$ cat config.mk
export PLATFORM = sky130hd
export DESIGN_NAME = sccb_tick_gen
export DESIGN_NICKNAME = d
export VERILOG_FILES = /design/src/sccb_pkg.sv /design/src/sccb_tick_gen.sv
export SDC_FILE = /design/constraint.sdc
export NUM_CORES = 1
export LEC_CHECK = 0
export BUFFER_PORTS_ARGS = -buffer_cell sky130_fd_sc_hd__buf_4
export CAP_MARGIN = 5
export CORE_AREA = 10 10 47 49
export DETAILED_ROUTE_END_ITERATION = 6
export DIE_AREA = 0 0 57 59
export HOLD_SLACK_MARGIN = 0.06
export PLACE_DENSITY = 0.44
export SYNTH_ARGS = -nofsm -noshare
export SYNTH_HDL_FRONTEND = slang
export SYNTH_SLANG_ARGS = --single-unit
$ cat constraint.sdc
create_clock -name SCCB_CLK -period 1.25 [get_ports SCCB_CLK]
set_input_delay 0.25 -clock SCCB_CLK [delete_from_list [all_inputs] [get_ports SCCB_CLK]]
set_output_delay 0.25 -clock SCCB_CLK [all_outputs]
set_load 0.02 [all_outputs]
$ cat src/sccb_pkg.sv
/* Shared SCCB timing constants, operation and state encodings, command/response types.
   Referenced by scoped name from the master, top level and testbench. */
`default_nettype none

package sccb_pkg;

  // Bus timing
  localparam int QUARTER_DIV = 25;  // SCCB_CLK cycles per quarter bit, 100 per SIO_C period
  localparam int DEV_ID_W    = 7;   // Device ID without R/W bit
  localparam int PHASE_BITS  = 9;   // 8 data bits + don't-care bit

  // Operation, value doubles as R/W bit of the second ID phase
  typedef enum logic {
    SCCB_WRITE = 1'b0,
    SCCB_READ  = 1'b1
  } sccb_op_e;

  // Transaction FSM states
  typedef enum logic [2:0] {
    ST_IDLE        = 3'd0,  // Bus released, SIO_C high
    ST_START       = 3'd1,  // SIO_D falls under high SIO_C
    ST_PHASE       = 3'd2,  // Nine-bit phases
    ST_STOP        = 3'd3,  // SIO_D rises under high SIO_C
    ST_RESTART_GAP = 3'd4   // Idle bit between read passes
  } sccb_state_e;

  // Command, 24 bits
  typedef struct packed {
    sccb_op_e              op;
    logic [DEV_ID_W-1:0]   dev_id;
    logic [7:0]            reg_addr;
    logic [7:0]            wr_data;   // Ignored for reads
  } sccb_cmd_t;

  // Response, last byte read
  typedef struct packed {
    logic [7:0] rd_data;
  } sccb_rsp_t;

endpackage

`default_nettype wire

$ cat src/sccb_tick_gen.sv
/* Quarter-bit tick generator for the SCCB master.
   Runs only while run is high and restarts on a clean bit boundary. */
`timescale 1ns/1ps
`default_nettype none

module sccb_tick_gen (
  input  logic       SCCB_CLK,
  input  logic       RST,
  input  logic       run,      // High for the whole transaction
  output logic       tick,     // One cycle at the end of each quarter
  output logic [1:0] quarter   // Quarter within current bit
);

  logic [$clog2(sccb_pkg::QUARTER_DIV)-1:0] div_cnt;
  logic                                     div_last;

  // Last cycle of a quarter
  assign div_last = (div_cnt == $bits(div_cnt)'(sccb_pkg::QUARTER_DIV - 1));
  assign tick     = run && div_last;

  always_ff @(posedge SCCB_CLK or negedge RST) begin
    if (!RST) begin
      div_cnt <= '0;
      quarter <= 2'd0;
    end else if (!run) begin
      // Held clear between transactions
      div_cnt <= '0;
      quarter <= 2'd0;
    end else if (div_last) begin
      div_cnt <= '0;
      quarter <= quarter + 2'd1;  // Wraps 3 -> 0 at bit end
    end else begin
      div_cnt <= div_cnt + 1'b1;
    end
  end

endmodule

`default_nettype wire

**After elaboration in Yosys (flattened, before gate mapping)**

Index checks and enable logic that the tools add are counted.
W data, S select, Z words.

- Add/subtract/negate cells: 2
- Equal/unequal tests: 2
- Multiplexer cells: 4
- Reductions and logical operators: 1

Operators by type and width:

| operator | count |
|---|---|
| $mux W5 | 2 |
| $add A5 B1 Y5 const B | 1 |
| $eq A5 B5 Y1 const B | 1 |
| $mux W2 | 2 |
| $add A2 B1 Y2 const B | 1 |
| $ne A2 B1 Y1 const B | 1 |
| $logic_and A1 B1 Y1 | 1 |

- Bits in registers: 7
- Output and inout bits: 3

**Logic depth before layout (Yosys ltp)**

- Depth in word-level cells: 3
- Gate-level depth with buffers: 5
- Mapped depth without buffers: 5

**Least setup slack after synthesis**

Ideal clock, no wire load.

- Kind: register to output
- From: register div_cnt[0] (netlist bit)
- To: output tick
- Data arrival time: 1.062 ns
- Setup slack: -0.062 ns
- Stages on the path, launching flop included: 5
- Path buffers: 0
- Cell sequence: dfrtp_1 > inv_1 > ha_1 > nand4b_4 > nor2_1

- Cells in the longest elaborated chain, start to end: 2

RTL lines:

| item | RTL line | source |
|---|---|---|
| start, declared | sccb_tick_gen.sv:14 | `logic [$clog2(sccb_pkg::QUARTER_DIV)-1:0] div_cnt;` |
| start signal, assigned | sccb_tick_gen.sv:33 | `div_cnt <= div_cnt + 1'b1;` |
| $eq A5 B5 Y1 | sccb_tick_gen.sv:18 | `assign div_last = (div_cnt == $bits(div_cnt)'(sccb_pkg::QUARTER_DIV - 1));` |
| $logic_and A1 B1 Y1 | sccb_tick_gen.sv:19 | `assign tick = run && div_last;` |
| end, declared | sccb_tick_gen.sv:10 | `output logic tick,` |

Every way passes these cells.

**Worst setup path after layout**

- From: register div_cnt[1] (netlist bit)
- To: output tick

Same word-level chain as after synthesis.

==> out/results.txt <==
outcome = finished, violations left
violated checks = setup timing
fillcell total = 150
First-pass DRT Iterations = 3
total gr overflow = 0
clock tree buffer depth = 2
Final Hold Viols = 0
Post-Synthesis Cells = 34
ant diodes = 0
CP endpoint kind = output pin
Synth top area share = 50.2%
area of the multi-input gates = 206 um^2
total core area = 1400 um^2
largest net degree at the start of global routing = 8
dominant cell type by area after synthesis = dfrtp_1
CTS tree = done
HP Class = in -> reg
Final GP Congestion = 0.739
Detail Placement HPWL = 613 um
Via-to-Cell Ratio = 4.44
initial antenna violation count = 0
dpl ws = -0.0768 ns
CTS Root Cell = clkbuf_4
CP required = 1.00 ns
GRT Total Usage = 5.56%
Worst Setup Start Kind = flop
final setup margin = -0.226 ns
setup violators final = 6
Tcrit/Tclk final = 118%
PD cells = 942 nW/um^2
synth warn = 0
nets = 58
Int Power = 398 uW
Mapped Avg Cell Area = 10.3 um^2
CTS H-tree depth = 1
Clock Sinks = 7
Seq pwr share = 45.3%
Area growth, synth to finish = 60.9%
max-cap violations = 0
r2r setup slk = -0.15 ns
Net Sw Frac = 24.8%
Worst Path Arrival = 1.23 ns
area of the mapped netlist = 349 um^2
worst vdd ir = 0.394 mV
I/O pin count = 6
Mapped Nets = 39
CP Max Fanout = 4
Area contributors post-synth = dfrtp_1 (50%), ha_1 (7.2%), nand4b_4 (6.8%), inv_1 (4.3%), nor2_1 (4.3%)
Via Count = 302
die width = 57 um
worst setup path category = reg -> out
RSZ-0062 raised after global routing = true
Gate power share = 15.0%
sw power = 131 uW
worst skew pair latency = 0.25 ns
starting density of the core = 24.9%
fin util = 40.1%
share of cells above drive strength 1 = 50.0%
first-pass GRT wire length = 1480 um
count of different cell masters after synthesis = 17
most common cell after layout, fill and taps aside = buf_4
final WL = 827 um
Initial DRC Count = 1
routed len/inst = 12.2 um
area occupied by registers = 175 um^2
die area = 3360 um^2
FMAX = 678 MHz
Synth Register Bits = 7
fin crit period = 1.48 ns
ANT nets after route = 0
clock share of power = 39.7%
drc violations = 0
worst-margin pin slew = 0.224 ns
Final Max Tran Viols = 0
sequential share of the synthesized area = 50.2%
Static Leak = 0.257 nW
Die Y = 59 um
vias in the first global route = 349
most frequent cells in the layout = buf_4 (10), dfrtp_1 (7), nor2_1 (3), clkbuf_4 (3), buf_6 (3)
Power Total = 529 uW
Slew headroom = 84.9%
Clock Skew = 0.00162 ns
Port Buffers = 5
clock-pin slew on the worst setup and hold paths = 0.05 ns
CTS Buf Count = 3
row cnt = 14
## power groups by stage
stage | logic (mW) | registers [mW] | clock network [mW]
final | 0.0793 | 0.240 | 0.210
after global routing | 0.0859 | 0.240 | 0.229
after CTS | 0.0724 | 0.239 | 0.219
after detailed placement | 0.0563 | 0.243 | 0
after global placement | 0.0545 | 0.243 | 0
after floorplan | 0.0248 | 0.245 | 0
## worst paths after layout
| kind | cells past startpoint | endpoint | from |
|---|---|---|---|
| worst max-delay path | 5 | tick | div_cnt[1] |
| worst min-delay path | 2 | div_cnt[1] | run |
| worst max register to register | 6 | quarter[1] | div_cnt[1] |
| worst min register to register | 2 | quarter[0] | quarter[0] |
| max in group asynchronous | 2 | div_cnt[0] | RST |
| min in group asynchronous | 2 | div_cnt[4] | RST |
## synthesized netlist by cell type, drive strengths merged
cell type and number:
nor2 4, a21oi 2, or3 1, nand2b 1, xor2 1, nand2 3
xnor2 1, inv 4, nand3b 1, a31oi 1, dfrtp 7, and2 1
nand3 1, o21ai 2, nand4b 2, ha 2
## worst max-delay path, stage by stage (launching register included)
cell	delay (ns)
dfrtp_1	0.39
inv_2	0.08
ha_4	0.15
nand4b_4	0.13
nor2_2	0.12
buf_6	0.12
## final cells by class
type,count,area share (%)
Clock buffer,4,4.68
Timing Repair Buffer,14,21.2
Sequential cell,7,31.2
Inverter,4,2.67
Multi-Input combinational cell,23,36.7
Tap cell,16,3.56
## cell families after synthesis
kind of cell,synth area share (%)
adders and majority gates,7.17
DFF,50.2
and+or+nand+nor,25.8
xor gates and xnor gates,5.02
buffers and inverters,4.30
AOI/OAI and AO/OA,7.53
## flip-flops by register name (all words and copies together), names as in the netlist
signal   flops
quarter      2
div_cnt      5
## layer usage
layer  track usage [%]  up-vias  wire length [um]
li1                  -      149                 -
met1              5.29      146               350
met2              8.99        5               425
met4              4.70        0                 5
met5                 0        -                 0
met3              2.58        2                46
## per-stage QoR
step / hold WS (ns) / instances / TNS, ns / instance area (um^2)
2_1_floorplan: -0.0456 / 34 / 0 / 354
5_1_grt: 0.262 / 68 / -1.09 / 562
6_report: 0.266 / 68 / -0.695 / 562
4_1_cts: 0.245 / 67 / -0.385 / 528
3_3_place_gp: 0.0681 / 59 / -0.00556 / 442
3_5_place_dp: 0.0693 / 59 / -0.0768 / 442
## timing repair
| item | CTS | global route |
|---|---|---|
| resized for setup | 8 | 5 |
| pin swaps | 1 | 5 |
| endpoints found under the setup margin | 2 | 6 |
| hold buffers | 1 | 0 |
| buffers inserted | 3 | 2 |
| endpoints found under the hold margin | 7 | 0 |
(Power assumes the default switching activity.)
