File: src/sccb_pkg.sv
/* Shared SCCB timing constants, operation and state encodings, command/response types.
   Referenced by scoped name from the master, top level and testbench. */
`default_nettype none

package sccb_pkg;

  // Bus timing
  localparam int QUARTER_DIV = 25;  // SCCB_CLK cycles per quarter bit, 100 per SIO_C period
  localparam int DEV_ID_W    = 7;   // Device ID without R/W bit
  localparam int PHASE_BITS  = 9;   // 8 data bits + don't-care bit

  // Operation, value doubles as R/W bit of the second ID phase
  typedef enum logic {
    SCCB_WRITE = 1'b0,
    SCCB_READ  = 1'b1
  } sccb_op_e;

  // Transaction FSM states
  typedef enum logic [2:0] {
    ST_IDLE        = 3'd0,  // Bus released, SIO_C high
    ST_START       = 3'd1,  // SIO_D falls under high SIO_C
    ST_PHASE       = 3'd2,  // Nine-bit phases
    ST_STOP        = 3'd3,  // SIO_D rises under high SIO_C
    ST_RESTART_GAP = 3'd4   // Idle bit between read passes
  } sccb_state_e;

  // Command, 24 bits
  typedef struct packed {
    sccb_op_e              op;
    logic [DEV_ID_W-1:0]   dev_id;
    logic [7:0]            reg_addr;
    logic [7:0]            wr_data;   // Ignored for reads
  } sccb_cmd_t;

  // Response, last byte read
  typedef struct packed {
    logic [7:0] rd_data;
  } sccb_rsp_t;

endpackage

`default_nettype wire

File: src/sccb_master.sv
/* SCCB 2-wire transaction engine: start, 9-bit phases, stop and read restart.
   Drives SIO_C and the SIO_D enable/data pair, samples read data from the pin. */
`timescale 1ns/1ps
`default_nettype none

module sccb_master (
  input  logic                SCCB_CLK,
  input  logic                RST,
  input  logic                req,       // One-cycle command strobe
  input  sccb_pkg::sccb_cmd_t cmd,
  input  logic                tick,
  input  logic [1:0]          quarter,
  input  logic                sda_in,    // Resolved SIO_D
  output logic                run,
  output logic                busy,
  output logic                done,
  output logic                SIO_C,
  output logic                sda_out,
  output logic                sda_oe,
  output sccb_pkg::sccb_rsp_t rsp
);

  sccb_pkg::sccb_state_e                   state;
  sccb_pkg::sccb_cmd_t                     cmd_q;     // Latched command
  logic [1:0]                              phase_cnt; // 0 ID, 1 addr/read byte, 2 data
  logic [$clog2(sccb_pkg::PHASE_BITS)-1:0] bit_cnt;
  logic                                    rd_pass;   // Second pass of a read
  logic [7:0]                              shift_q;   // Transmit shifter
  logic [7:0]                              rd_shift;  // Receive shifter
  logic [7:0]                              tx_byte;
  logic [7:0]                              tx_bits;
  logic                                    accept;
  logic                                    dc_bit;
  logic                                    rd_byte;
  logic                                    last_phase;
  logic                                    sclk_next;
  logic                                    q0_tick, q1_tick, q2_tick, q3_tick;

  assign accept  = req && !busy;  // Requests while busy are dropped
  assign run     = busy;
  assign q0_tick = tick && (quarter == 2'd0);  // Mid-low, data update
  assign q1_tick = tick && (quarter == 2'd1);
  assign q2_tick = tick && (quarter == 2'd2);  // Mid-high, data sample
  assign q3_tick = tick && (quarter == 2'd3);  // Bit end

  assign dc_bit  = (bit_cnt == $bits(bit_cnt)'(sccb_pkg::PHASE_BITS - 1));
  assign rd_byte = rd_pass && (phase_cnt == 2'd1);

  // Write has ID/addr/data, both read passes stop after two phases
  assign last_phase = (cmd_q.op == sccb_pkg::SCCB_WRITE) ? (phase_cnt == 2'd2)
                                                         : (phase_cnt == 2'd1);

  // Byte for the current phase, R/W bit set only on the second read pass
  always_comb begin
    case (phase_cnt)
      2'd0:    tx_byte = {cmd_q.dev_id, rd_pass};
      2'd1:    tx_byte = cmd_q.reg_addr;
      default: tx_byte = cmd_q.wr_data;
    endcase
  end

  // First bit of a phase comes straight from the mux
  assign tx_bits = (bit_cnt == '0) ? tx_byte : shift_q;

  // SIO_C shape per state
  always_comb begin
    case (state)
      sccb_pkg::ST_START: sclk_next = (quarter != 2'd3);  // High, drops for last quarter
      sccb_pkg::ST_PHASE,
      sccb_pkg::ST_STOP:  sclk_next = quarter[1];          // Low q0/q1, high q2/q3
      default:            sclk_next = 1'b1;
    endcase
  end

  always_ff @(posedge SCCB_CLK or negedge RST) begin
    if (!RST) begin
      state     <= sccb_pkg::ST_IDLE;
      phase_cnt <= 2'd0;
      bit_cnt   <= '0;
      rd_pass   <= 1'b0;
      busy      <= 1'b0;
      done      <= 1'b0;
      SIO_C     <= 1'b1;
      sda_out   <= 1'b1;
      sda_oe    <= 1'b0;  // Bus released
    end else begin
      done  <= 1'b0;
      SIO_C <= sclk_next;
      case (state)
        sccb_pkg::ST_IDLE: begin
          if (accept) begin
            state     <= sccb_pkg::ST_START;
            busy      <= 1'b1;
            rd_pass   <= 1'b0;
            phase_cnt <= 2'd0;
            bit_cnt   <= '0;
            sda_oe    <= 1'b1;  // Take the bus at the idle level
            sda_out   <= 1'b1;
          end
        end
        sccb_pkg::ST_START: begin
          if (q1_tick) sda_out <= 1'b0;  // Start edge, SIO_C high
          if (q3_tick) state <= sccb_pkg::ST_PHASE;
        end
        sccb_pkg::ST_PHASE: begin
          if (q0_tick) begin
            if (dc_bit) begin
              // NA bit after read byte, otherwise release
              sda_oe  <= rd_byte;
              sda_out <= 1'b1;
            end else begin
              sda_oe  <= !rd_byte;  // Slave drives the read byte
              sda_out <= tx_bits[7];
            end
          end
          if (q3_tick) begin
            if (!dc_bit) begin
              bit_cnt <= bit_cnt + 1'b1;
            end else begin
              bit_cnt <= '0;
              if (last_phase) state <= sccb_pkg::ST_STOP;
              else phase_cnt <= phase_cnt + 2'd1;
            end
          end
        end
        sccb_pkg::ST_STOP: begin
          if (q0_tick) begin
            sda_oe  <= 1'b1;
            sda_out <= 1'b0;  // Low while SIO_C low
          end
          if (q2_tick) sda_out <= 1'b1;  // Stop edge
          if (q3_tick) begin
            sda_oe <= 1'b0;
            if (cmd_q.op == sccb_pkg::SCCB_READ && !rd_pass) begin
              state     <= sccb_pkg::ST_RESTART_GAP;
              rd_pass   <= 1'b1;
              phase_cnt <= 2'd0;
            end else begin
              state <= sccb_pkg::ST_IDLE;
              busy  <= 1'b0;  // Falls with done
              done  <= 1'b1;
            end
          end
        end
        sccb_pkg::ST_RESTART_GAP: begin
          // One idle bit, then restart at the released level
          if (q3_tick) begin
            state   <= sccb_pkg::ST_START;
            sda_oe  <= 1'b1;
            sda_out <= 1'b1;
          end
        end
        default: state <= sccb_pkg::ST_IDLE;
      endcase
    end
  end

  // Payload path
  always_ff @(posedge SCCB_CLK) begin
    if (accept) cmd_q <= cmd;
    if (state == sccb_pkg::ST_PHASE && q0_tick && !dc_bit)
      shift_q <= {tx_bits[6:0], 1'b0};  // MSB first
    if (state == sccb_pkg::ST_PHASE && q2_tick && rd_byte && !dc_bit)
      rd_shift <= {rd_shift[6:0], sda_in};
    if (state == sccb_pkg::ST_STOP && q3_tick && rd_pass)
      rsp.rd_data <= rd_shift;  // Only reads update rsp
  end

endmodule

`default_nettype wire

File: config.mk
export PLATFORM = sky130hd
export DESIGN_NAME = sccb_master
export DESIGN_NICKNAME = d
export VERILOG_FILES = /design/src/sccb_pkg.sv /design/src/sccb_master.sv
export SDC_FILE = /design/constraint.sdc
export NUM_CORES = 1
export LEC_CHECK = 0
export ABC_CLOCK_PERIOD_IN_PS = 2970
export BUFFER_PORTS_ARGS = -buffer_cell sky130_fd_sc_hd__clkbuf_2
export CORE_MARGIN = 4
export CORE_UTILIZATION = 55
export DETAILED_ROUTE_END_ITERATION = 10
export HOLD_SLACK_MARGIN = 0.03
export PLACE_DENSITY = 0.78
export SYNTH_ARGS = -nofsm -noshare
export SYNTH_HDL_FRONTEND = slang
export SYNTH_SLANG_ARGS = --single-unit
File: constraint.sdc
create_clock -name SCCB_CLK -period 2.97 [get_ports SCCB_CLK]
set_input_delay 0.1485 -clock SCCB_CLK [delete_from_list [all_inputs] [get_ports SCCB_CLK]]
set_output_delay 0.1485 -clock SCCB_CLK [all_outputs]
set_load 0.01 [all_outputs]
* Yosys cells after proc, flatten, opt, wreduce, memory -nomap -nowiden
Cells that the tools add are included.
** Cells by class
- Bitwise gates (word level) :: 0
- Muxes and demuxes :: 47
- Add/sub/neg operators :: 2
- Order comparisons :: 0
- Divide/modulo/power cells :: 0
- Reduce and logical (&&, ||, !) cells :: 35
- Shift-type cells :: 0
- Equality and inequality tests :: 25
- $mul :: 0
** Operators with widths (number)
- 2-bit != test (second input constant) :: 13
- 3-bit 2-to-1 mux :: 8
- 1-bit 2-to-1 mux :: 20
- 8-bit case mux with 2 select lines :: 1
- 3-bit case mux with 5 select lines :: 1
- 1-bit logical AND :: 14
- 7-bit AND reduction :: 2
- 2-bit 2-to-1 mux :: 6
- 4-bit 2-to-1 mux :: 3
- 8-bit 2-to-1 mux :: 1
- 4-bit case mux with 2 select lines :: 1
- 4-bit AND reduction :: 2
- 2-bit == test (second input constant) :: 3
- 3-bit by 2-bit == test with 1-bit output (second input constant) :: 2
- 3-bit != test (second input constant) :: 2
- 1-bit case mux with 2 select lines :: 3
- 2-bit case mux with 3 select lines :: 1
- 6-bit AND reduction :: 1
- 1-bit case mux with 5 select lines :: 1
- 5-bit AND reduction :: 1
- 5-bit nonzero test :: 1
- 4-bit by 1-bit adder with 4-bit output (second input constant) :: 1
- 2-bit by 1-bit == test with 1-bit output (second input constant) :: 2
- 4-bit == test (second input constant) :: 1
- 13 further kinds :: 18
** Storage, ports and cells
- Input bits :: 31
- Memories kept :: 0
- Bits in registers :: 62
- Memory bits (writable) :: 0
- Memory bits (read-only) :: 0
- Output and inout port bits :: 14
- Bits in latches :: 0

* Logic depth before layout (Yosys ltp)
Gate-level depths: netlist of run 1.
- Word-level depth :: 6
- Mapped depth :: 7
- Depth with buffers taken out :: 6

* Worst setup path before layout of run 1
Ideal clock, no wire load.
- Path kind :: flip-flop to flip-flop
- From :: register state[0]
- To :: register rd_shift[0] (enable)
- Clock period less this slack :: 2.227 ns
- Slack :: 0.743 ns
- Data required time :: 2.575 ns
- Data arrival time :: 1.832 ns
- Cell stages (with the launch flop) :: 5
- Setup time :: 0.395 ns
- Path through :: dfrtp_1 buf_4 nor3b_4 nand2_1 nor4_1
** On the way
- Cells in the longest elaborated chain, start to end :: 4
** Ends and longest elaborated chain
- start, declared :: RTL line sccb_master.sv:23 : sccb_pkg::sccb_state_e state;
- start signal, assigned :: RTL line sccb_master.sv:77 : state <= sccb_pkg::ST_IDLE;
- start signal, assigned :: RTL line sccb_master.sv:92 : state <= sccb_pkg::ST_START;
- start signal, assigned :: RTL line sccb_master.sv:103 : if (q3_tick) state <= sccb_pkg::ST_PHASE;
- 3-bit by 2-bit == test with 1-bit output :: RTL line sccb_master.sv:163 : if (state == sccb_pkg::ST_PHASE && q2_tick && rd_byte && !dc_bit)
- 1-bit logical AND (3 in series) :: RTL line sccb_master.sv:163
- end signal, assigned :: RTL line sccb_master.sv:164 : rd_shift <= {rd_shift[6:0], sda_in};
- end, declared :: RTL line sccb_master.sv:29 : logic [7:0] rd_shift;
Every way passes these cells.
A chain may end at the register's enable or synchronous reset.

* Worst setup path after layout of run 1
- From :: register state[0]
- To :: register rd_shift[4] (enable)
Same word-level chain as after synthesis.

==> impl_summary.txt, run 1 <==
----------------------------------------------------
[Run status]
  Outcome ... complete, no violations

[Worst setup path]
  Critical Path Slowest Stage Cell ... sky130_fd_sc_hd__dfrtp_1
  Family of cells with the greatest summed delay on the critical path ... simple AND/OR/NAND/NOR gates
  Required @ worst endpoint ... 3.02 ns
  Element type at the critical path end ... flip-flop
  Worst path buffer plus inverter count ... 1
  CP Max Fanout ... 17
  Type of the worst setup path ... flip-flop to flip-flop
  Max incr delay on CP ... 0.58 ns
  Arrival time worst endpoint ... 2.11 ns
  R2R Setup Slk ... 0.91 ns
  Kind of launch point of the worst setup path ... flip-flop
  CP Cell Sequence ... nor3b_4 -> nand2_1 -> nor4_1 -> buf_4

[Timing]
  Sum of negative setup slack ... 0 ns
  Unrepaired setup endpoints after global routing ... no
  Worst hold-check slack ... 0.240 ns
  Worst-case headroom to the max-slew limit ... 41.1%
  Final count of pins violating max slew ... 0
  Crit path setup slack, layout ... 0.906 ns
  Final Hold Fails ... 0
  Worst-margin pin slew ... 0.882 ns
  Maximum clock frequency ... 485 MHz
  Final-report setup violation count ... 0
  Minimum period implied by the final worst setup slack ... 2.06 ns
  Final clock period utilization by the worst path ... 69.5%
  Setup Skew ... 0.0103 ns

[CTS]
  Clock buffer count from CTS ... 9
  Post-CTS Repair Setup Buffers ... 0
  TritonCTS clock tree ... done
  Clock tree root driver cell ... sky130_fd_sc_hd__clkbuf_8
  Count of hold-fix buffers inserted at cts ... 26
  Clock tree buffer depth ... 2
  Resized Gates After CTS ... 0
  Level count of the clock H-tree ... 3
  Worst-Skew Late Latency ... 0.34 ns
  Clk sinks ... 62
  Clock slew seen by the registers of the worst setup and hold paths ... 0.07 ns

[Drt]
  Iteration count of the initial detailed-routing pass ... 5
  Detailed-route wire length per cell ... 16.7 um
  Vias per cell ... 5.60
  Total Routed Length ... 5770 um
  Iteration-0 DRC count of the detailed router ... 152
  Via total after detailed routing ... 1939
  Final routed DRC violation total ... 0
  Count of nets left with antenna violations after detail routing ... 0

[Placed design]
  Routability-driven placement congestion ratio ... 0.888
  Count of buffers inserted at the top-level ports ... 44
  Post-DP HPWL ... 3260 um
  Post-placement cell count ... 304
  Minimum setup slack after placement ... 0.994 ns

[Power]
  Pwr/cell area ... 923 nW/um^2
  Static leakage ... 1.42 nW
  Worst vdd rail ir drop ... 0.625 mV
  Overall power of the completed layout ... 3.24 mW

[Global routing]
  Initial antenna violation count ... 0
  Global-route wire length before repair ... 9450 um
  Largest net degree at the start of global routing ... 25
  Tot GR Track Use ... 20.9%
  Via count of the first global-routing pass ... 1894
  Routing usage on met1 ... 25.6%
  Global-route track usage on met2 ... 33.1%
  GRT Max-Usage Layer ... met2
  Routing usage on met3 ... 5.73%
  Global-route congestion overflow total ... 0

[Logic synthesis]
  Biggest area contributors in the synthesized netlist ... sky130_fd_sc_hd__edfxtp_1 52%, sky130_fd_sc_hd__dfrtp_1 12%, sky130_fd_sc_hd__nand2_1 3.0%, sky130_fd_sc_hd__ha_1 2.3%, sky130_fd_sc_hd__a22oi_1 2.2%
  Synthesized instance count ... 202
  Top cell type's share of synthesized area ... 51.6%
  Post-synth net total ... 238
  Cell with the most instances after synthesis ... sky130_fd_sc_hd__edfxtp_1
  Post-synthesis cell area ... 2740 um^2
  Average instance area after synthesis ... 13.5 um^2
  Sequential area share after synthesis ... 65.4%
  Number of enable flip-flop cells after synthesis ... 47
  Dominant cell type by area after synthesis ... sky130_fd_sc_hd__edfxtp_1
  Number of warnings reported in the yosys synthesis log ... 0
  Count of cell types in the netlist ... 53
  #FFs+latches synth ... 62
  Synth Flop Type ... sky130_fd_sc_hd__edfxtp_1
  FFs w/ async S/R, synth ... 24.2%
  Cell types with the highest counts after synthesis ... 47 x sky130_fd_sc_hd__edfxtp_1, 22 x sky130_fd_sc_hd__nand2_1, 13 x sky130_fd_sc_hd__dfrtp_1, 13 x sky130_fd_sc_hd__nor2_1, 8 x sky130_fd_sc_hd__a22oi_1

[Job]
  Max Cap Viol ... 0

[Final layout]
  Ratio of cells with drive above 1 in the final layout ... 27.6%
  Final non-filler cell total ... 346
  Area added between synthesis and finish ... 28.2%
  Total inserted antenna cells ... 0
  Net count, final ... 310

[Die]
  Overall die height ... 78.5 um
  Starting Density ... 57.2%
  Io pins ... 45
  DIE WIDTH ... 78.5 um
  Placeable core region ... 4790 um^2
  Area of the die ... 6170 um^2
  Number of rows created at floorplan ... 25

[Worst hold path]
  Worst hold path type ... input port to flip-flop

----------------------------------------------------
==> per-layer routing <==
layer	vias up	part of all wire [%]
met2	98	49
li1	905	-
met1	919	40
met5	-	0
met4	0	2.9
met3	17	7.8
==> through the flow <==
stage	cell area [um^2]	utilization [%]
after global routing	3510	73.3
after detailed placement	2980	62.2
after CTS	3510	73.3
after global placement	2980	62.2
final	3510	73.3
after floorplan	2740	-
==> worst min-delay path: cells and delay by family <==
family / cells / cell delay (ns)
buffers and inverters: 1 / 0.19
AO/OA/AOI/OAI: 1 / 0.11
AND/OR/NAND/NOR: 1 / 0.09
==> worst paths after layout <==
check | startpoint | end | depth (start not counted)
max | state[0] | rd_shift[4] | 4
min | quarter[1] | SIO_C | 3
max reg2reg | state[0] | rd_shift[4] | 4
min reg2reg | rd_shift[7] | rsp[7] | 0
max in group asynchronous | RST | SIO_C | 2
min in group asynchronous | RST | bit_cnt[0] | 2
==> power by group <==
group	internal (mW)	leakage (nW)	switching, mW	total (mW)
combinational	0.404	0.667	0.563	0.968
clock	0.648	0.135	0.338	0.985
sequential	1.13	0.615	0.150	1.28
==> final cells by class <==
class / count / area [um^2]
clock buffer: 9 / 124
sequential: 62 / 1790
tap: 67 / 83.8
fill: 297 / 1280
inverter: 7 / 26.3
timing repair buffer: 71 / 488
clock inverter: 7 / 145
multi-input combinational: 123 / 851
==> layout by cell type (no fill, tap or decap), types with 2 or more instances in the layout <==
cell type                       Yosys  layout
sky130_fd_sc_hd__edfxtp_1          47      47
sky130_fd_sc_hd__clkbuf_2           0      44
sky130_fd_sc_hd__dlygate4sd3_1      0      26
sky130_fd_sc_hd__nand2_1           22      22
sky130_fd_sc_hd__nor2_1            13      13
sky130_fd_sc_hd__dfrtp_1           13      13
sky130_fd_sc_hd__clkbuf_8           0       9
sky130_fd_sc_hd__a22oi_1            8       8
sky130_fd_sc_hd__inv_1              7       7
sky130_fd_sc_hd__o21ai_0            7       7
sky130_fd_sc_hd__a31oi_1            7       7
sky130_fd_sc_hd__ha_1               5       5
sky130_fd_sc_hd__nand2b_1           4       4
sky130_fd_sc_hd__nor2b_1            4       4
sky130_fd_sc_hd__bufinv_16          0       4
sky130_fd_sc_hd__nand4_1            3       3
sky130_fd_sc_hd__or3b_1             3       3
sky130_fd_sc_hd__nand3_1            3       3
sky130_fd_sc_hd__o21ai_1            3       3
sky130_fd_sc_hd__dfstp_2            2       2
sky130_fd_sc_hd__nor4_1             2       2
sky130_fd_sc_hd__and3_4             2       2
sky130_fd_sc_hd__a22o_1             2       2
sky130_fd_sc_hd__mux2_2             2       2
sky130_fd_sc_hd__a21oi_1            2       2
sky130_fd_sc_hd__mux2_4             2       2
sky130_fd_sc_hd__o31ai_1            2       2
==> cell families after synthesis <==
family / share of synthesized area [%]
simple gates: 14.3
buf+inv: 3.52
mux: 2.70
compound gates: 11.2
fa+ha+maj: 2.29
flops: 65.4
xor+xnor: 0.640
==> sequential cells by signal, summed over array words and instances, names as in the netlist, 2 cells and up <==
| name | cells |
|---|---|
| shift_q | 7 |
| rsp | 8 |
| cmd_q | 24 |
| rd_shift | 8 |
| bit_cnt | 4 |
| state | 3 |
| phase_cnt | 2 |
(Power assumes the default switching activity.)
==> run 2, diff against run 1 <==
==> config.mk (replaced) <==
export PLATFORM = sky130hd
export DESIGN_NAME = sccb_master
export DESIGN_NICKNAME = d
export VERILOG_FILES = /design/src/sccb_pkg.sv /design/src/sccb_master.sv
export SDC_FILE = /design/constraint.sdc
export NUM_CORES = 1
export LEC_CHECK = 0
export ABC_AREA = 1
export ABC_CLOCK_PERIOD_IN_PS = 2090
export BUFFER_PORTS_ARGS = -buffer_cell sky130_fd_sc_hd__clkbuf_2
export CORE_MARGIN = 4
export CORE_UTILIZATION = 56
export DETAILED_ROUTE_END_ITERATION = 10
export HOLD_SLACK_MARGIN = 0.03
export PLACE_DENSITY = 0.79
export SYNTH_ARGS = -nofsm -noshare
export SYNTH_HDL_FRONTEND = slang
export SYNTH_SLANG_ARGS = --single-unit
==> constraint.sdc (replaced) <==
create_clock -name SCCB_CLK -period 2.09 [get_ports SCCB_CLK]
set_input_delay 0.1045 -clock SCCB_CLK [delete_from_list [all_inputs] [get_ports SCCB_CLK]]
set_output_delay 0.1045 -clock SCCB_CLK [all_outputs]
set_load 0.01 [all_outputs]
==> run 2 against run 1 <==
Clock skew increased by 0.0043 ns. Die area increased by 0.22%. Synthesized cell count increased by 34%. Cell count increased by 23%. Critical endpoint is now rd_shift[3]. First-iteration DRC count increased by 4.6%. Global-route usage increased by 1.0 points. Wire length decreased by 1.4%. Largest cell class unchanged.
==> impl_summary.txt, run 2 <==
----------------------------------------------------
[Power]
  Pwr/cell area ... 1190 nW/um^2
  Switching Power ... 1.56 mW
  Reg power frac ... 39.7%
  Share of total power in combinational logic ... 38.4%
  Static leakage ... 1.55 nW
  Worst vdd rail ir drop ... 0.743 mV
  Switching share of total power ... 37.0%
  Share of total power in the clock network ... 21.9%
  Power Internal ... 2.65 mW
  Overall power of the completed layout ... 4.21 mW

[Timing]
  Minimum period implied by the final worst setup slack ... 1.76 ns
  Final clock period utilization by the worst path ... 84.3%
  Sum of negative setup slack ... 0 ns
  Worst-margin pin slew ... 0.549 ns
  Final-report setup violation count ... 0
  Final count of pins violating max slew ... 0
  Unrepaired setup endpoints after global routing ... no
  Maximum clock frequency ... 567 MHz
  Final Hold Fails ... 0
  Setup Skew ... 0.0146 ns
  Worst-case headroom to the max-slew limit ... 63.3%
  Crit path setup slack, layout ... 0.328 ns

[Final layout]
  Net count, final ... 389
  Ratio of cells with drive above 1 in the final layout ... 23.2%
  Commonest cells after routing, fill and taps aside ... 87 x sky130_fd_sc_hd__nand2_1, 47 x sky130_fd_sc_hd__edfxtp_1, 44 x sky130_fd_sc_hd__clkbuf_2
  Registers with the highest flip-flop counts ... cmd_q x24, rd_shift x8, rsp x8
  Flip-flop count of the largest register after layout ... 24
  Summed area of non-filler cells in the final layout ... 3550 um^2
  Area added between synthesis and finish ... 27.2%
  Most frequent standard cell in the layout excluding fill and tap cells ... sky130_fd_sc_hd__nand2_1
  Most flops, register ... cmd_q
  Total inserted antenna cells ... 0

[Drt]
  Vias per cell ... 5.01
  Final routed DRC violation total ... 0
  Total Routed Length ... 5690 um
  Count of nets left with antenna violations after detail routing ... 0
  Iteration-0 DRC count of the detailed router ... 159
  Iteration count of the initial detailed-routing pass ... 5
  Detailed-route wire length per cell ... 13.4 um
  Via total after detailed routing ... 2129

[Global routing]
  Tot GR Track Use ... 21.9%
  Largest net degree at the start of global routing ... 25
  Global-route congestion overflow total ... 0
  Initial antenna violation count ... 0
  Global-route wire length before repair ... 10000 um
  Via count of the first global-routing pass ... 2173

[Logic synthesis]
  Average instance area after synthesis ... 10.3 um^2
  Number of enable flip-flop cells after synthesis ... 47
  Synthesized instance count ... 270
  Post-synthesis cell area ... 2790 um^2
  Number of warnings reported in the yosys synthesis log ... 0
  #FFs+latches synth ... 62
  Post-synth net total ... 306
  Top cell type's share of synthesized area ... 50.5%
  Sequential area share after synthesis ... 64.1%
  Count of cell types in the netlist ... 31
  Cell with the most instances after synthesis ... sky130_fd_sc_hd__nand2_1
  Dominant cell type by area after synthesis ... sky130_fd_sc_hd__edfxtp_1
  Synth Flop Type ... sky130_fd_sc_hd__edfxtp_1
  Biggest area contributors in the synthesized netlist ... sky130_fd_sc_hd__edfxtp_1 51%, sky130_fd_sc_hd__nand2_1 12%, sky130_fd_sc_hd__dfrtp_1 12%, sky130_fd_sc_hd__nor2_1 3.9%, sky130_fd_sc_hd__inv_1 3.1%
  Cell types with the highest counts after synthesis ... 87 x sky130_fd_sc_hd__nand2_1, 47 x sky130_fd_sc_hd__edfxtp_1, 29 x sky130_fd_sc_hd__nor2_1
  FFs w/ async S/R, synth ... 24.2%

[Worst setup path]
  Kind of launch point of the worst setup path ... flip-flop
  Endpoint of the worst register-to-register path ... rd_shift[3]
  Type of the worst setup path ... flip-flop to flip-flop
  Worst reg2reg path startpoint ... bit_cnt[0]
  CP Max Fanout ... 8
  Number of cells on the worst reg-to-reg path ... 6
  Required @ worst endpoint ... 2.13 ns
  Element type at the critical path end ... flip-flop
  Critical Path Slowest Stage Cell ... sky130_fd_sc_hd__dfrtp_1
  R2R Setup Slk ... 0.33 ns
  Max incr delay on CP ... 0.41 ns
  Worst setup startpoint ... bit_cnt[0]
  CP Cell Sequence ... inv_1 -> ha_1 -> nand3_1 -> nand2_1 -> nor3_1 -> buf_4
  Arrival time worst endpoint ... 1.80 ns
  Critical path endpoint ... rd_shift[3]

[Worst hold path]
  Worst hold path type ... input port to flip-flop

[CTS]
  Clock buffer count from CTS ... 9
  TritonCTS clock tree ... done
  Clock slew seen by the registers of the worst setup and hold paths ... 0.06 ns
  Resized Gates After CTS ... 0
  Worst-Skew Late Latency ... 0.33 ns
  Level count of the clock H-tree ... 3
  Clock tree buffer depth ... 2
  Count of hold-fix buffers inserted at cts ... 26
  Clock tree root driver cell ... sky130_fd_sc_hd__clkbuf_8
  Post-CTS Repair Setup Buffers ... 0
  Clk sinks ... 62

[Placed design]
  Minimum setup slack after placement ... 0.345 ns
  Count of buffers inserted at the top-level ports ... 44
  Post-DP HPWL ... 3560 um
  Routability-driven placement congestion ratio ... 0.910
  Area after DPL ... 3110 um^2

[Die]
  Overall die height ... 78.6 um
  Number of rows created at floorplan ... 25
  DIE WIDTH ... 78.6 um
  Area of the die ... 6180 um^2
  Io pins ... 45
  Starting Density ... 58.4%
  Placeable core region ... 4790 um^2

[Run status]
  Outcome ... complete, no violations

[Job]
  Max Cap Viol ... 0

----------------------------------------------------
## run 2: how the worst min path moves through the flow
stage / startpoint / end / slack [ns] / depth (start not counted)
floorplan: RST / bit_cnt[0] / -0.19 / 0
CTS: quarter[0] / SIO_C / 0.07 / 4
global placement: RST / bit_cnt[3] / 0.04 / 1
detailed placement: RST / sda_oe / 0.05 / 1
finish: quarter[0] / SIO_C / 0.08 / 4
global route: quarter[0] / SIO_C / 0.08 / 4
## run 2: cell type report
| type | count | area (um^2) |
|---|---|---|
| fill | 319 | 1230 |
| clock inverter | 4 | 22.5 |
| sequential | 62 | 1790 |
| multi-input combinational | 176 | 858 |
| timing repair buffer | 79 | 548 |
| clock buffer | 12 | 155 |
| inverter | 25 | 93.8 |
| tap | 67 | 83.8 |
## run 2: per-layer routing
metal	wire length, um	vias up	track usage, %
met3	285	10	7.68
li1	-	1070	-
met4	97	0	10.7
met5	0	-	0
met2	2890	68	35.1
met1	2420	981	26.3
## run 2: through the flow
stage	hold slack (ns)	util [%]	cells
finish	0.0834	74.2	425
global route	0.0781	74.2	425
CTS	0.0672	74.2	425
detailed placement	0.0499	65.0	383
global placement	0.0431	65.0	383
floorplan	-0.191	-	270
## run 2: cell families after synthesis
group | Yosys count | synth area share (%)
simple gates | 148 | 22.9
flops | 62 | 64.1
compound gates | 23 | 5.56
fa+ha+maj | 5 | 2.24
buf+inv | 32 | 5.20
## run 2: power by group through the flow
stage | registers [mW] | logic, mW | clock network [mW]
after floorplan | 1.67 | 1.20 | 0
after global placement | 1.69 | 1.52 | 0
after detailed placement | 1.69 | 1.55 | 0
after CTS | 1.67 | 1.61 | 0.938
after global routing | 1.69 | 1.85 | 1.02
final | 1.67 | 1.62 | 0.922
## run 2: critical path, delay by kind of cell (launching register included)
family / cells / cell delay [ns]
adder cells (fa/ha/maj): 1 / 0.24
buffers and inverters: 2 / 0.29
flip-flops: 1 / 0.41
AND/OR/NAND/NOR: 3 / 0.54
==> run 3, diff against run 2 <==
==> config.mk (replaced) <==
export PLATFORM = sky130hd
export DESIGN_NAME = sccb_master
export DESIGN_NICKNAME = d
export VERILOG_FILES = /design/src/sccb_pkg.sv /design/src/sccb_master.sv
export SDC_FILE = /design/constraint.sdc
export NUM_CORES = 1
export LEC_CHECK = 0
export ABC_AREA = 0
export ABC_CLOCK_PERIOD_IN_PS = 1760
export BUFFER_PORTS_ARGS = -buffer_cell sky130_fd_sc_hd__clkbuf_2
export CORE_MARGIN = 4
export CORE_UTILIZATION = 55
export DETAILED_ROUTE_END_ITERATION = 10
export HOLD_SLACK_MARGIN = 0.03
export PLACE_DENSITY = 0.78
export SYNTH_ARGS = -nofsm -noshare
export SYNTH_HDL_FRONTEND = slang
export SYNTH_SLANG_ARGS = --single-unit
==> constraint.sdc (replaced) <==
create_clock -name SCCB_CLK -period 1.76 [get_ports SCCB_CLK]
set_input_delay 0.088 -clock SCCB_CLK [delete_from_list [all_inputs] [get_ports SCCB_CLK]]
set_output_delay 0.088 -clock SCCB_CLK [all_outputs]
set_load 0.01 [all_outputs]
==> run 3 against run 2 <==
Highest routed layer unchanged. Sequential cell count is the same. Cell count is 14% lower. Worst hold slack better by 0.081 ns. Die area shrank 0.22%. First-iteration DRC count is 33% lower. Clock-buffer cell count decreased by 3. Largest cell class unchanged. Worst setup slack lost 0.29 ns. Global-route usage grew 0.30 points. Clock skew decreased by 0.0036 ns. Total power up 33%. Sequential share of layout area decreased by 1.3 points. Via count is 7.8% lower.
==> impl_summary.txt, run 3 (same netlist as run 1, synthesis figures left out) <==
----------------------------------------------------
[Drt]
  Total Routed Length ... 6210 um
  Detailed-route wire length per cell ... 17.0 um
  Via total after detailed routing ... 1964
  Iteration-0 DRC count of the detailed router ... 106
  Iteration count of the initial detailed-routing pass ... 4
  Vias per cell ... 5.38
  Final routed DRC violation total ... 0
  Count of nets left with antenna violations after detail routing ... 0

[Timing]
  Final-report setup violation count ... 0
  Final clock period utilization by the worst path ... 98.0%
  Final count of pins violating max slew ... 0
  Final Hold Fails ... 0
  Sum of negative setup slack ... 0 ns
  Worst hold-check slack ... 0.165 ns
  Minimum period implied by the final worst setup slack ... 1.72 ns
  Setup Skew ... 0.0110 ns
  Maximum clock frequency ... 580 MHz
  Worst-margin pin slew ... 0.408 ns
  Worst-case headroom to the max-slew limit ... 72.8%

[Die]
  Area of the die ... 6170 um^2
  Starting Density ... 57.2%
  Io pins ... 45
  Placeable core region ... 4790 um^2
  Overall die height ... 78.5 um
  Number of rows created at floorplan ... 25
  DIE WIDTH ... 78.5 um

[Placed design]
  Post-placement cell count ... 320
  Area after DPL ... 3120 um^2
  Routability-driven placement congestion ratio ... 0.917
  Post-DP HPWL ... 3640 um
  Count of buffers inserted at the top-level ports ... 44

[Job]
  Max Cap Viol ... 0

[Global routing]
  Largest net degree at the start of global routing ... 25
  Global-route wire length before repair ... 10100 um
  Via count of the first global-routing pass ... 2032
  Initial antenna violation count ... 0
  Tot GR Track Use ... 22.2%
  Global-route congestion overflow total ... 0

[Worst setup path]
  Max incr delay on CP ... 0.40 ns
  Worst reg2reg path startpoint ... phase_cnt[0]
  Element type at the critical path end ... flip-flop
  Arrival time worst endpoint ... 1.96 ns
  Critical Path Slowest Stage Cell ... sky130_fd_sc_hd__dfrtp_1
  Kind of launch point of the worst setup path ... flip-flop
  Required @ worst endpoint ... 2.00 ns
  Number of cells on the worst reg-to-reg path ... 6
  Endpoint of the worst register-to-register path ... phase_cnt[0]
  R2R Setup Slk ... 0.04 ns
  CP Cell Sequence ... inv_2 -> ha_1 -> mux2_4 -> o21ai_1 -> nand4_1 -> mux2_4
  Most used cell, CP ... sky130_fd_sc_hd__mux2_4
  Type of the worst setup path ... flip-flop to flip-flop
  CP Max Fanout ... 3

[Final layout]
  Flip-flop count of the largest register after layout ... 24
  Most frequent standard cell in the layout excluding fill and tap cells ... sky130_fd_sc_hd__edfxtp_1
  Total inserted antenna cells ... 0
  Registers with the highest flip-flop counts ... cmd_q x24, rd_shift x8, rsp x8
  Commonest cells after routing, fill and taps aside ... 47 x sky130_fd_sc_hd__edfxtp_1, 44 x sky130_fd_sc_hd__clkbuf_2, 26 x sky130_fd_sc_hd__dlygate4sd3_1
  Final Core Density ... 76.3%
  Summed area of non-filler cells in the final layout ... 3650 um^2
  Area added between synthesis and finish ... 33.5%
  Net count, final ... 329
  Ratio of cells with drive above 1 in the final layout ... 35.9%
  Most flops, register ... cmd_q
  Final non-filler cell total ... 365

[Worst hold path]
  Worst hold path type ... input port to flip-flop
  Hold depth ... 3
  Startpoint of the worst hold path ... quarter[1]
  Hold worst-path end ... SIO_C

[CTS]
  Clock tree root driver cell ... sky130_fd_sc_hd__clkbuf_8
  Worst-Skew Late Latency ... 0.35 ns
  Clock tree buffer depth ... 2
  Clock slew seen by the registers of the worst setup and hold paths ... 0.08 ns
  Clock buffer count from CTS ... 9
  TritonCTS clock tree ... done
  Clk sinks ... 62
  Level count of the clock H-tree ... 3

[Power]
  Static leakage ... 1.49 nW
  Pwr/cell area ... 1540 nW/um^2
  Worst vdd rail ir drop ... 1.05 mV

[Run status]
  Outcome ... complete, no violations

----------------------------------------------------
## run 3: cell types whose count changed in the layout (fill, tap and decap cells not counted), moves of 4 or more
cell	change
sky130_fd_sc_hd__nand2_1	-66
sky130_fd_sc_hd__inv_1	-19
sky130_fd_sc_hd__nor2_1	-16
sky130_fd_sc_hd__nand3_1	-12
sky130_fd_sc_hd__buf_4	+11
sky130_fd_sc_hd__a22oi_1	+8
sky130_fd_sc_hd__a31oi_1	+7
sky130_fd_sc_hd__a41oi_1	-6
sky130_fd_sc_hd__mux2_4	+4
sky130_fd_sc_hd__nand2b_1	+4
sky130_fd_sc_hd__nor2b_1	+4
## run 3: metal layers
layer | part of all wire (%) | track usage, %
met1 | 42 | 27.2
met2 | 51 | 36.5
met3 | 5.5 | 7.11
met4 | 1.8 | 8.74
met5 | 0 | 0
## run 3: worst max path at each step
| stage | start | endpoint | slack (ns) | cells after the start |
|---|---|---|---|---|
| finish | phase_cnt[0] | phase_cnt[0] | 0.04 | 6 |
| global route | phase_cnt[0] | phase_cnt[1] | -0.04 | 7 |
| CTS | bit_cnt[0] | phase_cnt[0] | 0.0005 | 6 |
| detailed placement | bit_cnt[0] | sda_out | -0.03 | 6 |
| global placement | bit_cnt[0] | sda_out | 0.08 | 6 |
| floorplan | state[0] | rd_shift[0] | 0.02 | 4 |
## run 3: power breakdown
group / total [mW] / internal, mW / leakage (nW) / switching, mW
clock network: 1.40 / 0.801 / 0.107 / 0.603
logic: 2.07 / 0.984 / 0.773 / 1.09
registers: 2.14 / 1.92 / 0.613 / 0.222
total: 5.62 / 3.70 / 1.49 / 1.92
## run 3: worst max-delay path, delay by kind of cell, from the launching register on
kind | cells | cell delay, ns
DFF | 1 | 0.40
adders and majority gates | 1 | 0.21
and+or+nand+nor | 1 | 0.19
AOI/OAI and AO/OA | 1 | 0.12
muxes | 2 | 0.63
buffers and inverters | 1 | 0.07
## run 3: final cells by class
class,instances,area [um^2]
multi-input combinational,123,898
clock buffer,9,124
tap,67,83.8
timing repair buffer,90,631
clock inverter,7,97.6
inverter,7,26.3
fill,302,1130
sequential,62,1790
## run 3: per-stage QoR
stage	worst slack, ns	total power, mW
6_report	0.0355	5.62
5_1_grt	-0.0367	5.95
4_1_cts	0.000490	5.43
3_5_place_dp	-0.0307	3.97
3_3_place_gp	0.0839	3.91
2_1_floorplan	0.0190	3.38
## run 3: timing repair
action / CTS / global route
buffers inserted: 0 / 3
gates resized for setup: 2 / 10
setup endpoints to repair: 2 / 18
hold endpoints to repair: 40 / 0
hold buffers: 26 / 0
pin swaps: 0 / 2
